**src/logic/debug_gate.sv**
```systemverilog
// Debug request gate that holds requests off after power-on and applies the enable
`timescale 1ns/1ps
`default_nettype none

module debug_gate #(
  parameter int unsigned DmiDelCycles = 500
) (
  input  logic clk_i,
  input  logic rst_ni,
  input  logic debug_enable_i,
  input  logic dm_debug_req_i,
  output logic debug_req_o
);

  localparam int unsigned CntWidth = (DmiDelCycles > 0) ? $clog2(DmiDelCycles + 1) : 1;

  logic [CntWidth-1:0] del_cnt_d;
  logic [CntWidth-1:0] del_cnt_q;
  logic                window_open;

  // ----------------------------------------------------------
  // Post-reset delay window
  // ----------------------------------------------------------

  // Boot code gets to run before the first debug request lands
  assign window_open = (del_cnt_q != '0);
  assign del_cnt_d   = window_open ? del_cnt_q - 1'b1 : '0;

  always_ff @(posedge clk_i or negedge rst_ni) begin
    if (!rst_ni) begin
      del_cnt_q <= CntWidth'(DmiDelCycles);
    end else begin
      del_cnt_q <= del_cnt_d;
    end
  end

  // Pass the request once the window has closed
  assign debug_req_o = !window_open && debug_enable_i && dm_debug_req_i;

endmodule : debug_gate

`default_nettype wire

```
**config.mk**
```make
export PLATFORM = sky130hd
export DESIGN_NAME = debug_gate
export DESIGN_NICKNAME = d
export VERILOG_FILES = /design/src/logic/debug_gate.sv
export SDC_FILE = /design/constraint.sdc
export NUM_CORES = 1
export LEC_CHECK = 0
export ABC_AREA = 1
export BUFFER_PORTS_ARGS = -buffer_cell sky130_fd_sc_hd__buf_2
export CELL_PAD_IN_SITES_DETAIL_PLACEMENT = 1
export CELL_PAD_IN_SITES_GLOBAL_PLACEMENT = 2
export CORE_MARGIN = 1
export CORE_UTILIZATION = 33
export CTS_CLUSTER_SIZE = 20
export DETAILED_ROUTE_END_ITERATION = 8
export PLACE_DENSITY_LB_ADDON = 0.25
export SETUP_SLACK_MARGIN = 0.5
export SYNTH_ARGS = -nofsm -noshare
export SYNTH_HDL_FRONTEND = slang
export SYNTH_SLANG_ARGS = --single-unit
```
**constraint.sdc**
```tcl
create_clock -name clk_i -period 2.9 [get_ports clk_i]
set_input_delay 0.29 -clock clk_i [delete_from_list [all_inputs] [get_ports clk_i]]
set_output_delay 0.29 -clock clk_i [all_outputs]
set_load 0.03 [all_outputs]
```
# Word level (Yosys, flattened, before mapping)
# Index checks and enable logic that the tools add are counted.
# totals
ff_bits	9
latch_bits	0
ramBits	0
romBits	0
out_inout_bits	1
elab_cells	7
mem_count	0
# op_classes
add_sub_neg	1
mul	0
div	0
n_lt_le_gt_ge	0
eq_ne	0
shift	0
n_mux	1
n_bitwise	0
n_reduce_logical	4
# ops
operator	n
$mux W9	1
$reduce_bool A9 Y1	1
$sub A9 B1 Y9 const B	1
$logic_and A1 B1 Y1	2
$logic_not A1 Y1	1

# Longest topological paths before layout
# logic_depth
ltp_word	4
ltp_mapped	7
mapped_depth_nobuf	7

# Worst setup path after synthesis
# No wires, ideal clock.
# synth_path
kind	flip-flop to output port
start	reg del_cnt_q[0]
end	out debug_req_o
arrival_time_ps	1345
required_ps	2610
setup_slack_ps	1265
stages_incl_launch_ff	7
path_cell_list	dfrtp_1 -> inv_1 -> ha_1 -> nand2_1 -> nor2_2 -> nand3_2 -> nor2_1
# synth_via
elab_chain_cells	4
# synth_lines
item	line	text
start: declaration	18	logic [CntWidth-1:0] del_cnt_q;
start signal: assignment	31	del_cnt_q <= CntWidth'(DmiDelCycles);
start signal: assignment	33	del_cnt_q <= del_cnt_d;
$reduce_bool A9 Y1	26	assign window_open = (del_cnt_q != '0);
$logic_not A1 Y1	38	assign debug_req_o = !window_open && debug_enable_i && dm_debug_req_i;
$logic_and A1 B1 Y1 (2 in series)	38	
end: declaration	12	output logic debug_req_o
# Every way passes these cells.

# Worst setup path after layout
# Same ends and word-level chain as after synthesis.

==> flow_metrics.env <==
export IMPL_tightestPinTransition_ns=0.217
export IMPL_fp_row_count=13
export IMPL_dieArea_mm2=0.00156
export IMPL_crit_path_end="debug_req_o"
export IMPL_min_path_type="reg2reg"
export IMPL_ys_warnings_count=0
export IMPL_dp_cells=76
export IMPL_place_hpwl_um=702
export IMPL_cts_root_buf="clkbuf_4"
export IMPL_synthXorXnorAreaFrac=0.0565
export IMPL_die_w_um=39.6
export IMPL_fin_nets=72
export IMPL_ys_seq_elements=9
export IMPL_syn_area_um2=465
export IMPL_slew_headroom=0.855
export IMPL_vias=350
export IMPL_gp_congestion=0.672
export IMPL_drc=0
export IMPL_multi_input_area_um2=195
export IMPL_clock_fmax_ghz=0.522
export IMPL_min_path_cells=1
export IMPL_hold_ws_ns=0.424
export IMPL_drv_slew=0
export IMPL_hold_viol_final=0
export IMPL_cap_violations=0
export IMPL_worstSetupStartpointType="flop"
export IMPL_top_regs="del_cnt_q x9"
export IMPL_synth_adder_area_share=0.0269
export IMPL_synth_cells=57
export IMPL_syn_nets=62
export IMPL_synth_compound_area_frac=0.0403
export IMPL_grt_antenna_before_repair=0
export IMPL_end_kind="primary output"
export IMPL_ys_seq_area_frac=0.500
export IMPL_clock_path_buffers=2
export IMPL_leakagePower_nw=0.299
export IMPL_r2r_end="del_cnt_q[3]$_DFF_PN0_"
export IMPL_cts_resized=0
export IMPL_first_pass_iters=2
export IMPL_crit_start="del_cnt_q[0]$_DFF_PN0_"
export IMPL_r2r_slack_ns=1.58
export IMPL_regMostFlops="del_cnt_q"
export IMPL_grt_pass1_vias=328
export IMPL_grt_overflow=0
export IMPL_clkTransAtPathRegs_ns=0.06
export IMPL_core_area_mm2=0.00130
export IMPL_drt_wl_total_um=894
export IMPL_area_delta_synth_final_pct=16.1
export IMPL_syn_area_per_cell_um2=8.17
export IMPL_wl_per_cell_um=11.0
export IMPL_r2r_worst_path_cells=7
export IMPL_status="completed"
export IMPL_cts_tree="built"
export IMPL_insertion_delay_ns=0.26
export IMPL_num_antenna_cells=0
export IMPL_design_power_total_mw=0.231
export IMPL_hold_buffers=1
export IMPL_tns_ns=0
export IMPL_crit_type="reg2out"
export IMPL_worstPathRequired_ns=2.61
export IMPL_top_usage_layer="met2"
export IMPL_largest_reg_flops=9
export IMPL_final_cell_count_no_fill=81
export IMPL_synth_area_mux_share=0
export IMPL_grt_usage=0.149
export IMPL_die_h_um=39.6
export IMPL_cp_max_fo=5
export IMPL_crit_arrival_ns=1.63
export IMPL_cts_sinks=9
export IMPL_postCtsSetupRepairBufs=0
export IMPL_drt_initial_drc_count=2
export IMPL_initial_utilization=0.358
export IMPL_drive_above_1_share=0.364
export IMPL_routed_via_density=4.32
export IMPL_use_met1=0.186
export IMPL_synth_cell_type_count=16
export IMPL_synthSimpleGateAreaFrac=0.296
export IMPL_grt_start_max_net_pins=10
export IMPL_p_per_area_mw_per_mm2=426
export IMPL_fin_crit_sh=0.660
export IMPL_grt_pass1_wl_um=1420
export IMPL_setup_viol=0
export IMPL_period_needed_ns=1.92
export IMPL_portBuffers=4
export IMPL_vdd_drop_max_mv=0.157
export IMPL_synth_top_family_by_area="simple AND/OR/NAND/NOR gates"
export IMPL_io_pins=5
export IMPL_cts_made_buffers=3
export IMPL_grtUsageMet2=0.209
export IMPL_grtUsageMet3=0.0511
export IMPL_htree_levels=1
export IMPL_seqCellArea_um2=233
export IMPL_fillers=179
export IMPL_ant_nets=0
export IMPL_r2r_start="del_cnt_q[0]$_DFF_PN0_"
export IMPL_rsz0062_at_grt="no"
export IMPL_skew_ns=0.00629
==> area by class of cell <==
cell class | instances | area share
Sequential cell | 9 | 0.431
Inverter | 10 | 0.0694
Tap cell | 15 | 0.0347
Multi-Input combinational cell | 38 | 0.361
Clock buffer | 4 | 0.0486
Timing Repair Buffer | 5 | 0.0556
==> per-layer routing <==
layer,vias to the layer above,wire (um),share of wire
met4,0,4,0.0045
met2,1,430,0.48
met5,-,0,0
li1,187,-,-
met3,2,16,0.018
met1,160,444,0.50
==> synthesized netlist by cell type <==
library cell | count | area (um^2)
nor2_1 | 14 | 52.6
inv_2 | 4 | 15.0
o21ai_2 | 1 | 8.76
a21oi_1 | 1 | 5.00
nand2_1 | 9 | 33.8
nand3_2 | 1 | 10.0
nor2_2 | 3 | 18.8
xor2_1 | 2 | 17.5
dfstp_2 | 6 | 158
nand2_2 | 2 | 12.5
xnor2_1 | 1 | 8.76
dfrtp_1 | 3 | 75.1
ha_1 | 1 | 12.5
inv_1 | 6 | 22.5
o21ai_1 | 1 | 5.00
nor3_1 | 2 | 10.0
==> metrics by stage <==
stage                     setup slack [ns]  utilization  instance area [um^2]
after floorplan                       1.26            -                   465
after global placement                1.29        0.388                   504
after detailed placement              1.25        0.388                   504
after CTS                            0.960        0.415                   541
after global routing                 0.858        0.415                   541
final                                0.985        0.415                   541
==> worst min path at each step <==
stage	start	endpoint	slack [ns]
floorplan	rst_ni	del_cnt_q[0]$_DFF_PN0_	-0.006
global placement	rst_ni	del_cnt_q[0]$_DFF_PN0_	0.16
detailed placement	rst_ni	del_cnt_q[0]$_DFF_PN0_	0.16
CTS	rst_ni	del_cnt_q[0]$_DFF_PN0_	0.41
global route	rst_ni	del_cnt_q[0]$_DFF_PN0_	0.44
finish	del_cnt_q[0]$_DFF_PN0_	del_cnt_q[0]$_DFF_PN0_	0.42
==> report_power, final <==
part / internal (mW) / total, mW / switching [mW]
registers: 0.126 / 0.126 / 0
logic: 0.00311 / 0.00831 / 0.00520
clock network: 0.0530 / 0.0962 / 0.0433
total: 0.182 / 0.231 / 0.0485
==> placed cells by master (no fill, tap or decap) <==
| master | synthesis | final |
|---|---|---|
| inv_2 | 4 | 4 |
| nand2_2 | 2 | 2 |
| buf_2 | 0 | 4 |
| xnor2_1 | 1 | 1 |
| inv_1 | 6 | 6 |
| dlygate4sd3_1 | 0 | 1 |
| o21ai_1 | 1 | 1 |
| a21oi_1 | 1 | 1 |
| clkbuf_4 | 0 | 3 |
| clkbuf_1 | 0 | 1 |
| nor3_1 | 2 | 2 |
| dfrtp_1 | 3 | 3 |
| ha_1 | 1 | 1 |
| nor2_1 | 14 | 14 |
| xor2_1 | 2 | 2 |
| o21ai_2 | 1 | 1 |
| nor2_2 | 3 | 3 |
| nand3_2 | 1 | 1 |
| dfstp_2 | 6 | 6 |
| nand2_1 | 9 | 9 |
==> worst max-delay path: stages (launching register included) <==
cell	delay, ns
dfrtp_1	0.37
inv_1	0.09
ha_1	0.22
nand2_1	0.08
nor2_2	0.11
nand3_2	0.16
nor2_1	0.13
buf_2	0.21
==> cell families after synthesis <==
family                     Yosys count
xor gates and xnor gates             3
DFF                                  9
AOI/OAI and AO/OA                    3
adders and majority gates            1
buffers and inverters               10
and+or+nand+nor                     31
(Power assumes the default switching activity.)
