`src/logic/soc_pkg.sv`:
```
// Shared widths, address map and region type for the memory fabric, imported by the RTL
`default_nettype none

package soc_pkg;

  // ----------------------------------------------------------
  // Bus widths
  // ----------------------------------------------------------
  localparam int unsigned AddrWidth  = 32;
  localparam int unsigned DataWidth  = 64;
  localparam int unsigned StrbWidth  = DataWidth / 8;

  // Byte select bits below the word index
  localparam int unsigned WordOffset = 3;

  // ----------------------------------------------------------
  // Address map
  // ----------------------------------------------------------

  // Boot ROM, 4 KiB
  localparam logic [AddrWidth-1:0] RomBase  = 32'h0001_0000;
  localparam int unsigned          RomWords = 512;

  // Upper half of every ROM word
  localparam logic [31:0]          RomTag   = 32'hB007_0000;

  // SRAM, length set by the top level word count
  localparam logic [AddrWidth-1:0] SramBase = 32'h8000_0000;

  // ----------------------------------------------------------
  // Target region of a request
  // ----------------------------------------------------------
  typedef enum logic [1:0] {
    REGION_ROM,
    REGION_SRAM,
    REGION_ERR
  } region_e;

endpackage : soc_pkg

`default_nettype wire

```
`src/logic/addr_decode.sv`:
```
// Request decoder that maps each byte address to ROM, SRAM or the error responder
`timescale 1ns/1ps
`default_nettype none

module addr_decode import soc_pkg::*; #(
  parameter int unsigned NumWords = 1024
) (
  input  logic                          req_i,
  input  logic                          we_i,
  input  logic [AddrWidth-1:0]          addr_i,
  output region_e                       region_o,
  output logic                          rom_req_o,
  output logic                          sram_req_o,
  output logic [AddrWidth-WordOffset-1:0] word_idx_o,
  output logic                          err_o
);

  // Region sizes in bytes
  localparam logic [AddrWidth-1:0] RomBytes  = AddrWidth'(RomWords * StrbWidth);
  localparam logic [AddrWidth-1:0] SramBytes = AddrWidth'(NumWords * StrbWidth);

  logic [AddrWidth-1:0] rom_off;
  logic [AddrWidth-1:0] sram_off;
  logic                 in_rom;
  logic                 in_sram;

  // Offsets into each region
  assign rom_off  = addr_i - RomBase;
  assign sram_off = addr_i - SramBase;

  assign in_rom  = (addr_i >= RomBase) && (rom_off < RomBytes);
  assign in_sram = (addr_i >= SramBase) && (sram_off < SramBytes);

  // ROM is read only, so a write there goes to the error responder
  always_comb begin
    if (in_rom && !we_i) begin
      region_o = REGION_ROM;
    end else if (in_sram) begin
      region_o = REGION_SRAM;
    end else begin
      region_o = REGION_ERR;
    end
  end

  assign word_idx_o = in_rom ? rom_off[AddrWidth-1:WordOffset]
                             : sram_off[AddrWidth-1:WordOffset];

  // Strobe only the memory that is legally addressed
  assign rom_req_o  = req_i && (region_o == REGION_ROM);
  assign sram_req_o = req_i && (region_o == REGION_SRAM);
  assign err_o      = req_i && (region_o == REGION_ERR);

endmodule : addr_decode

`default_nettype wire

```
`config.mk`:
```
export PLATFORM = sky130hd
export DESIGN_NAME = addr_decode
export DESIGN_NICKNAME = d
export VERILOG_FILES = /design/src/logic/soc_pkg.sv /design/src/logic/addr_decode.sv
export SDC_FILE = /design/constraint.sdc
export NUM_CORES = 1
export LEC_CHECK = 0
export ABC_AREA = 1
export BUFFER_PORTS_ARGS = -buffer_cell sky130_fd_sc_hd__buf_2
export CAP_MARGIN = 20
export CORE_MARGIN = 3
export CORE_UTILIZATION = 48
export DETAILED_ROUTE_END_ITERATION = 16
export PLACE_DENSITY = 0.94
export SLEW_MARGIN = 20
export SYNTH_ARGS = -nofsm -noshare
export SYNTH_HDL_FRONTEND = slang
export SYNTH_SLANG_ARGS = --single-unit
export TNS_END_PERCENT = 100
```
`constraint.sdc`:
```
create_clock -name vclk -period 4.2
set_clock_uncertainty 0.05 [all_clocks]
set_input_delay 0.63 -clock vclk [all_inputs]
set_output_delay 0.63 -clock vclk [all_outputs]
set_load 0.005 [all_outputs]
```
Word-level counts from Yosys, hierarchy flattened --
Index checks and enable logic that the tools add are counted.
Cells by class: add/sub/neg operators 2, multiplexer cells 3, eq/ne operators 2, reduce and logical (&&, ||, !) cells 8, $lt $le $gt $ge 4
Operators with widths (number):
- >= comparator 32 x 17 -> 1 bit, second input constant | 1
- >= comparator 32 bit, second input constant | 1
- < comparator 32 x 13 -> 1 bit, second input constant | 1
- < comparator 32 x 14 -> 1 bit, second input constant | 1
- subtractor 32 x 17 -> 32 bit, second input constant | 1
- subtractor 32 bit, second input constant | 1
- two-way mux 29 bit | 1
- logical AND 1 bit | 6
- two-way mux 2 bit | 2
- == test 2 x 1 -> 1 bit, second input constant | 1
- == test 2 bit, second input constant | 1
- logical NOT 2 bit | 1
- logical NOT 1 bit | 1
Storage, ports and cells: input port bits 34, register bits after elaboration 0

Depth between registers and ports, before layout --
depth after elaboration 7, gate-level depth with buffers 14, depth with buffers taken out 14

Worst setup path before layout --
Ideal clock, no wire load.
kind input -> output, from input port addr_i[16], to output port word_idx_o[13], cell stages on the path 12, path slack 1.604 ns, path buffers 0, arrival 1.916 ns, cell sequence inv_1 ha_1 nand2_2 nor2_4 nand2_2 nand2_2 nand2_1 nor2_1 nand2_1 nor2_2 nand2_2 xor2_1
On the way: word-level cells in the longest chain between the ends 4, elaborated cells between the ends (all ways) 6, those cells by class add/sub (2); order compare (2); mux (1); reduce/logical (1)
RTL lines:
- from (decl) | RTL line addr_decode.sv:10 | input logic [AddrWidth-1:0] addr_i,
- subtractor 32 x 17 -> 32 bit | RTL line addr_decode.sv:28 | assign rom_off = addr_i - RomBase;
- < comparator 32 x 13 -> 1 bit | RTL line addr_decode.sv:31 | assign in_rom = (addr_i >= RomBase) && (rom_off < RomBytes);
- logical AND 1 bit | RTL line addr_decode.sv:31
- two-way mux 29 bit (*) | RTL line addr_decode.sv:45 | assign word_idx_o = in_rom ? rom_off[AddrWidth-1:WordOffset]
- to (decl) | RTL line addr_decode.sv:14 | output logic [AddrWidth-WordOffset-1:0] word_idx_o,
Every way passes the cells marked *; elsewhere a longest branch is shown, timed or not.

Final worst setup path --
from input port addr_i[16], to output port word_idx_o[14]
Same word-level chain as after synthesis.

==> results.md <==
* Status: finished, final reports clean
* Synth Instances at approximately 220
* Vias in the first global route at 1101
* Vias at 1364
* Total global-route track usage at 0.192
* Adder and majority gate portion of the synthesized area at 0.0368
* Syn Area/Cell at about 4.6 um2
* Fin cells at 293
* Sequential area share after synthesis at 0
* Worst IR Drop VDD at 0.0465 mV
* Synth Area in XOR/XNOR at 0.00859
* Antenna violations before repair at 0
* Row count at 16
* Mapped cell area at ~1000 um2
* Initial Utilization at 0.515
* HP Start: addr_i[9]
* Simple-gate share of the synthesized area at 0.638
* Slew HR at 0.827
* Reg power frac at 0
* Synth area leader: nand2_1
* PD cells at 68.8 nW/um2
* Sequential standard cell area at 0 um2
* Core box area at between 1500 and 2000 um2
* CP max FO at 6
* Met3 Wirelength at between 150 and 200 um
* Diode count at 0
* I/O Buffers at between 60 and 70
* ANT nets after route at 0
* DP HPWL at around 2400 um
* Worst-margin pin slew at around 260 ps
* Hold Path Class: input pin to output pin
* RePlAce Congestion at roughly 0.88
* Setup tns final at 0 ps
* Setup ws final at between 1000 and 1500 ps
* Pint at approximately 0.037 mW
* First-pass GRT wire length at ~4200 um
* Mux contribution to synthesized area at 0
* Leak Pwr at ~0.8 nW
* Worst Setup Start Kind: input pin
* Share of the synthesized area in the top cell type at 0.239
* Yosys cell types at 18
* Switching share of power at 0.577
* Hold Buf Count CTS at 0
* Hold depth at 2
* Drt total wl at 2670 um
* Worst Setup SP: addr_i[16]
* WHS Endpoint: word_idx_o[6]
* Ranking of synthesized cells by area: nand2_1 24%, inv_1 16%, nor2_1 14%, buf_4 9.6%, nand3_1 8.3%
* Gate power share at 1.000
* Max Freq at around 330 MHz
* Number of remaining DRC errors at 0
* Post-Synthesis Net Count at about 260
* Largest family of logic cells by synthesized area: simple AND/OR/NAND/NOR gates
* Final Hold Viols at 0
* Final min period at about 3000 ps
* Clock power share at 0
* Worst Setup End Kind: output pin
* Full die area at between 2000 and 3000 um2
* Total grt overflow at 0
* Final critical-path share of the clock period at 0.717
* Pre-CTS setup slack at between 1000 and 1500 ps
* WL met1 at between 1000 and 1500 um
* Cell count after placement at just under 300
* Setup Viol. Count Final at 0
* Critical path type: input pin to output pin
* Total Nets Final at about 310
* Max Cap Violations at 0
* Drt first pass iters at 4
* WL met2 at between 1000 and 1500 um
* Die W at ~52 um
* PostCTS Resize Cnt at 0
* CP arrival at 2330 ps
* Pin count of the biggest net entering global routing at 7
* Critical Path RT at between 3000 and 4000 ps
* Area grow syn2layout at 23.1%
* Compound-cell area share of the yosys netlist at 0.0147
* Multi-input gate area at 712 um2
* Uppermost routed layer: met3
* Slew Viols, Final at 0
* Share of layout cells above drive strength 1 at 0.323
* Synthesis warning total at 0
* Iter 0 DRT Violations at 29
* Die Y at between 50 and 60 um
* Fillers at approximately 230
* Most common cell in the netlist: nand2_1
* Most frequent cells after synthesis: 65 x nand2_1, 44 x inv_1, 38 x nor2_1
* FFs & Latches at 0
* NetSw at roughly 0.050 mW
* Post-layout util at 0.633
* RSZ-0062 raised after global routing: no
* Clk_buf instances at 0
* Vias per inst at 4.66
* Post-CTS Setup Inserts at 0
* Ports placed on the boundary at 68
* Routed length per instance at a little over 9 um
## cells by family after synthesis
kind of cell | Yosys count
and+or+nand+nor | 146
buffers and inverters | 69
AOI/OAI and AO/OA | 3
adders and majority gates | 3
xor gates and xnor gates | 1
## worst max-delay path, stage by stage
cell and delay (ps):
buf_2 120, inv_1 170, ha_1 300, nand2_2 120, o21ai_0 260, nand3_1 110
nor2_1 110, nand2_1 50, nor2_1 120, nand2_1 100, o21ai_1 110, buf_2 120
## metal layers
| metal | GRT usage | up-vias |
|---|---|---|
| li1 | - | 725 |
| met1 | 0.248 | 585 |
| met2 | 0.366 | 54 |
| met3 | 0.00287 | 0 |
| met4 | 0.00437 | 0 |
| met5 | 0 | - |
## through the flow
stage               power (mW)  area (um2)  hold slack (ps)
finish                  0.0863        1250             1390
global route            0.0978        1250             1400
CTS                     0.0865        1250             1390
detailed placement      0.0861        1250             1390
global placement        0.0844        1250             1390
floorplan               0.0537        1020             1240
## area by class of cell
| type | instances | share of cell area |
|---|---|---|
| multi-input cells | 153 | 0.567 |
| inverters | 45 | 0.135 |
| well taps | 27 | 0.0269 |
| repair buffers | 68 | 0.271 |
## worst max-delay path by stage
stage / to
after global placement: word_idx_o[14]
after CTS: word_idx_o[13]
final: word_idx_o[14]
after floorplan: word_idx_o[13]
after global routing: rom_req_o
after detailed placement: word_idx_o[13]
## power groups by stage
stage | Combinational, mW | Clock [mW] | Sequential, mW
after CTS | 0.0865 | 0 | 0
after detailed placement | 0.0861 | 0 | 0
after floorplan | 0.0537 | 0 | 0
after global routing | 0.0978 | 0 | 0
after global placement | 0.0844 | 0 | 0
final | 0.0863 | 0 | 0
## cell usage in the layout (no fill, tap or decap), drive strengths merged
cell    Yosys  routed
nor2       48      48
o21ai       3       3
nor3        1       1
buf        13      68
nand4       5       5
nand3b      2       2
ha          3       3
inv        45      45
xor2        1       1
and2        1       1
nand3      17      17
nand2      72      72
No activity file was read; power rests on OpenSTA's default activity.
