==> src/logic/soc_pkg.sv <==
// Shared widths, address map and region type for the memory fabric, imported by the RTL
`default_nettype none

package soc_pkg;

  // ----------------------------------------------------------
  // Bus widths
  // ----------------------------------------------------------
  localparam int unsigned AddrWidth  = 32;
  localparam int unsigned DataWidth  = 64;
  localparam int unsigned StrbWidth  = DataWidth / 8;

  // Byte select bits below the word index
  localparam int unsigned WordOffset = 3;

  // ----------------------------------------------------------
  // Address map
  // ----------------------------------------------------------

  // Boot ROM, 4 KiB
  localparam logic [AddrWidth-1:0] RomBase  = 32'h0001_0000;
  localparam int unsigned          RomWords = 512;

  // Upper half of every ROM word
  localparam logic [31:0]          RomTag   = 32'hB007_0000;

  // SRAM, length set by the top level word count
  localparam logic [AddrWidth-1:0] SramBase = 32'h8000_0000;

  // ----------------------------------------------------------
  // Target region of a request
  // ----------------------------------------------------------
  typedef enum logic [1:0] {
    REGION_ROM,
    REGION_SRAM,
    REGION_ERR
  } region_e;

endpackage : soc_pkg

`default_nettype wire

==> src/logic/resp_mux.sv <==
// Response stage that tracks the request for one cycle and picks the read data
`timescale 1ns/1ps
`default_nettype none

module resp_mux import soc_pkg::*; (
  input  logic                 clk_i,
  input  logic                 rst_ni,
  input  logic                 req_i,
  input  logic                 we_i,
  input  region_e              region_i,
  input  logic                 err_i,
  input  logic [DataWidth-1:0] rom_rdata_i,
  input  logic [DataWidth-1:0] sram_rdata_i,
  output logic                 rvalid_o,
  output logic [DataWidth-1:0] rdata_o,
  output logic                 err_o
);

  logic    valid_q;
  logic    err_q;
  logic    we_q;
  region_e region_q;

  // Same cycle as the memory access
  always_ff @(posedge clk_i or negedge rst_ni) begin
    if (!rst_ni) begin
      valid_q  <= 1'b0;
      err_q    <= 1'b0;
      we_q     <= 1'b0;
      region_q <= REGION_ERR;
    end else begin
      valid_q  <= req_i;
      err_q    <= err_i;
      we_q     <= req_i & we_i;
      region_q <= region_i;
    end
  end

  // Errors and writes return no data
  always_comb begin
    rdata_o = '0;
    if (!err_q && !we_q) begin
      unique case (region_q)
        REGION_ROM:  rdata_o = rom_rdata_i;
        REGION_SRAM: rdata_o = sram_rdata_i;
        default:     rdata_o = '0;
      endcase
    end
  end

  assign rvalid_o = valid_q;
  assign err_o    = err_q;

endmodule : resp_mux

`default_nettype wire

==> config.mk <==
export PLATFORM = sky130hd
export DESIGN_NAME = resp_mux
export DESIGN_NICKNAME = d
export VERILOG_FILES = /design/src/logic/soc_pkg.sv /design/src/logic/resp_mux.sv
export SDC_FILE = /design/constraint.sdc
export NUM_CORES = 1
export LEC_CHECK = 0
export BUFFER_PORTS_ARGS = -buffer_cell sky130_fd_sc_hd__buf_2
export CAP_MARGIN = 40
export CORE_AREA = 2 2 77 79
export DETAILED_ROUTE_END_ITERATION = 16
export DIE_AREA = 0 0 79 81
export GPL_TIMING_DRIVEN = 0
export PLACE_DENSITY = 0.7
export SYNTH_ARGS = -nofsm -noshare
export SYNTH_HDL_FRONTEND = slang
export SYNTH_SLANG_ARGS = --single-unit
export TNS_END_PERCENT = 20
==> constraint.sdc <==
create_clock -name clk_i -period 3.53 [get_ports clk_i]
set_input_delay 0.353 -clock clk_i [delete_from_list [all_inputs] [get_ports clk_i]]
set_output_delay 0.353 -clock clk_i [all_outputs]
set_load 0.05 [all_outputs]
# [Word level (Yosys, flattened, before mapping)]
# Index checks and enable logic that the tools add are counted.
# Widths: inputs -> output; s select.
[word_totals] word_cells=12 out_inout_bits=66 in_bits=135 ff_bits=5
[op_classes] reduce_logical=4 mux=2 bitwise=1 eq_ne=1
[ops] cell="$pmux 64 s2" n=1
[ops] cell="$mux 64" n=1
[ops] cell="$eq 2x1->1 const B" n=1
[ops] cell="$logic_not 1->1" n=2
[ops] cell="$logic_not 2->1" n=1
[ops] cell="$and 1x1->1" n=1
[ops] cell="$logic_and 1x1->1" n=1

# [Logic depth before layout (Yosys ltp)]
[depth] ltp_word=3 ltp_mapped=4 depth_no_buf=2

# [Worst setup path after synthesis]
# Ideal clock, no wire load.
[synth_path] kind="register to output" startpoint="register err_q (netlist: err_o)" endpoint="output rdata_o[10]" setup_slack_ns=1.309 t_required_ns=3.177 path_stages_with_launch=5 path_buffers=2 arrival_time_ns=1.868 path_cell_list="dfrtp_1 > or3_1 > buf_6 > buf_6 > nor2_1"
[synth_between] elab_chain_cells=3
[synth_lines] item="start: declaration" line_no="resp_mux.sv:20" rtl="logic err_q;"
[synth_lines] item="start signal: assignment" line_no="resp_mux.sv:33" rtl="err_q <= err_i;"
[synth_lines] item="$logic_not 1->1" line_no="resp_mux.sv:42" rtl="if (!err_q && !we_q) begin"
[synth_lines] item="$logic_and 1x1->1" line_no="resp_mux.sv:42"
[synth_lines] item="$mux 64" line_no="resp_mux.sv:42"
[synth_lines] item="end: declaration" line_no="resp_mux.sv:15" rtl="output logic [DataWidth-1:0] rdata_o,"
# Every way passes these cells.

# [Final worst setup path]
[layout_path] startpoint="register region_q[1]" endpoint="output rdata_o[11]"
[layout_between] elab_chain_cells=3 elab_cells_between_ends=4 cone_classes="1 x eq/ne; 2 x mux; 1 x reduce/logical"
[layout_lines] item="start: declaration" line_no="resp_mux.sv:22" rtl="region_e region_q;"
[layout_lines] item="start signal: assignment" line_no="resp_mux.sv:35" rtl="region_q <= region_i;"
[layout_lines] item="$eq 2x1->1 / $logic_not 2->1 (equally long branches)" line_no="resp_mux.sv:43" rtl="unique case (region_q)"
[layout_lines] item="$pmux 64 s2 *" line_no="resp_mux.sv:43"
[layout_lines] item="$mux 64 *" line_no="resp_mux.sv:42"
# Every way passes the cells marked *; elsewhere a longest branch is shown, timed or not.

==> impl_metrics.yaml <==
sta:
  fmax_mhz: 498
  finalHoldViolCount: 0
  max-slew-margin-rel_pct: 80.2
  drv_slew: 0
  max_slew.worst_pin.slew_ps: 298
  fin_tns_setup_ps: 0
  grt_setup_unrepaired: "no"
  final-setup-viol-count: 0
  setup_slack_ps: 1520
  period_needed_ps: 2010
  period_share_pct: 56.9
drt:
  routed_wl_um: 4810
  drt-initial-drc-count: 38
  drc: 0
  ant_nets: 0
  via_count: 1772
  avgViaCountPerCell: 4.13
  avgRoutedWirePerCell_um: 11.2
  drt_pass1_iterations: 4
min_path:
  hold_class: "in2reg"
  min_to: "region_q[1]$_DFF_PN1_"
  min_path_cells: 1
  holdCritStartpoint: "region_i[1]"
global_routing:
  grt_pass1_vias: 1575
  grt_max_degree: 11
  grt_remaining_overflow: 0
  grt_pass1_wl_um: 6840
  grt_use_total_pct: 13.1
  antenna_found_initial: 0
job:
  cap_violations: 0
layout:
  multiInputGateArea_um2: 893
  antenna_cells: 0
  n_fill_cell: 579
  final_layout_size_suffix_gt1_share_pct: 61.6
  fin_nets: 490
  synthToLayoutAreaGrowth_pct: 100
  regArea_um2: 126
clock_network:
  ctsRootBufferMaster: "clkbuf_8"
  htreeDepth: 1
  cts_tree: "built"
  cts_resized: 0
  clock-sinks: 5
  cts_made_buffers: 3
  cts.clk_slew.worst_paths_ps: 30
  cts_buffer_depth: 2
place:
  post-place-ws_ps: 1720
  gp_congestion: 0.704
  place_hpwl_um: 4080
  port_buffers: 200
setup_path:
  critPathKind: "reg2out"
  endpoint_kind: "primary output"
  critPathMaxFanout: 10
  crit_path_start_kind: "flop"
  path_common_cell: "buf_6"
  slowest_stage: "or3_1"
  critPathMaxStageDelay_ps: 370
  arrival_ps: 1660
  crit_required_ps: 3180
  crit_chain: "or3_1 -> buf_6 -> buf_6 -> nor2_1 -> buf_2"
power_and_ir_drop:
  pwr-share-comb_pct: 65.9
  p_sw_mw: 0.226
  power.internal_mw: 0.265
  clock_power_share_pct: 21.5
  power_mw: 0.490
  leakage_nw: 1.52
  seq_power_share_pct: 12.6
  irDropWorstVdd_v: 0.000318
  switching_share_pct: 46.0
  power_density_mw_per_mm2: 213
synth:
  synth_area_mm2: 0.00115
  seq_area_frac_synth_pct: 11.0
  postSynthCellCount: 149
  synth.ff_latch_count: 5
  yosys_warnings: 0
  synth.net_count: 284
  syn_avg_cell_area_um2: 7.71
  synth_cell_types: 9
die:
  dieWidth_um: 79
  io_pins: 201
  die_area_mm2: 0.00640
  fp-row-count: 28
  fp.dieH_um: 81
  start_util_pct: 20.2
  core_area_mm2: 0.00568
run_status:
  outcome: "complete, no violations"
-- layout make-up --
cell class | count | area share (%)
clock buffers | 4 | 1.96
flip-flops and latches | 5 | 5.50
plain buffers | 14 | 5.61
multi-input cells | 130 | 38.9
well taps | 75 | 4.08
repair buffers | 201 | 44.0
-- metrics by stage --
| stage | cells | hold WS [ps] | instance area (um2) | utilization, % |
|---|---|---|---|---|
| after floorplan | 149 | 57.4 | 1150 | - |
| after global placement | 424 | 168 | 2240 | 39.5 |
| after detailed placement | 424 | 173 | 2240 | 39.5 |
| after CTS | 429 | 231 | 2300 | 40.5 |
| after global routing | 429 | 232 | 2300 | 40.5 |
| final | 429 | 236 | 2300 | 40.5 |
-- cells by family (layout without fill, tap and decap cells) --
| group | after synthesis | after routing | share of synthesized area [%] |
|---|---|---|---|
| AND/OR/NAND/NOR | 66 | 66 | 22.0 |
| flip-flops | 5 | 5 | 11.0 |
| buffers and inverters | 14 | 219 | 11.2 |
| multiplexers | 64 | 64 | 55.8 |
-- metal layers --
layer  wire [um]  vias to the layer above  global-route usage (%)
met2        2510                      101                    25.3
met4          24                        0                    3.62
met1        1860                      755                    14.4
met5           0                        -                       0
li1            -                      914                       -
met3         421                        2                    2.89
-- sequential cells by signal (all words and copies together) (netlist names) --
signal    flops
we_q          1
err_o         1
region_q      2
rvalid_o      1
-- worst max-delay path: cells and delay by family, from the launching register on --
family                 cells  cell delay [ps]
and+or+nand+nor            2              500
DFF                        1              340
buffers and inverters      3              600
-- what timing repair did --
| action | 4_1_cts | 5_1_grt |
|---|---|---|
| endpoints found under the hold margin | 4 | 0 |
| setup buffers | 0 | 0 |
| hold buffers | 1 | 0 |
-- Yosys cell counts, drive strengths merged --
cell	instances	area (um2)
and2	1	6.26
dfstp	1	26.3
mux2i	64	641
dfrtp	4	100
nor2	64	240
or3	1	6.26
buf	14	129
-- cells in the final DEF, fill, tap and decap left out --
master / synthesis / routed
buf_6: 7 / 7
or3_1: 1 / 1
and2_1: 1 / 1
buf_4: 6 / 6
buf_2: 1 / 201
dlygate4sd3_1: 0 / 1
clkbuf_8: 0 / 3
nor2_1: 64 / 64
mux2i_1: 64 / 64
clkbuf_1: 0 / 1
dfstp_2: 1 / 1
dfrtp_1: 4 / 4
-- power by group through the flow --
stage	clock, mW	sequential [mW]	combinational [mW]
floorplan	0	0.0665	0.204
global placement	0	0.0623	0.319
detailed placement	0	0.0625	0.324
CTS	0.107	0.0619	0.326
global route	0.110	0.0620	0.346
finish	0.105	0.0618	0.323
-- how the worst max path moves through the flow --
stage,from,endpoint
floorplan,err_o$_DFF_PN0_,rdata_o[10]
global placement,region_q[1]$_DFF_PN1_,rdata_o[23]
detailed placement,region_q[1]$_DFF_PN1_,rdata_o[23]
CTS,region_q[1]$_DFF_PN1_,rdata_o[23]
global route,region_q[1]$_DFF_PN1_,rdata_o[23]
finish,region_q[1]$_DFF_PN1_,rdata_o[11]
No activity file was read; power rests on OpenSTA's default activity.
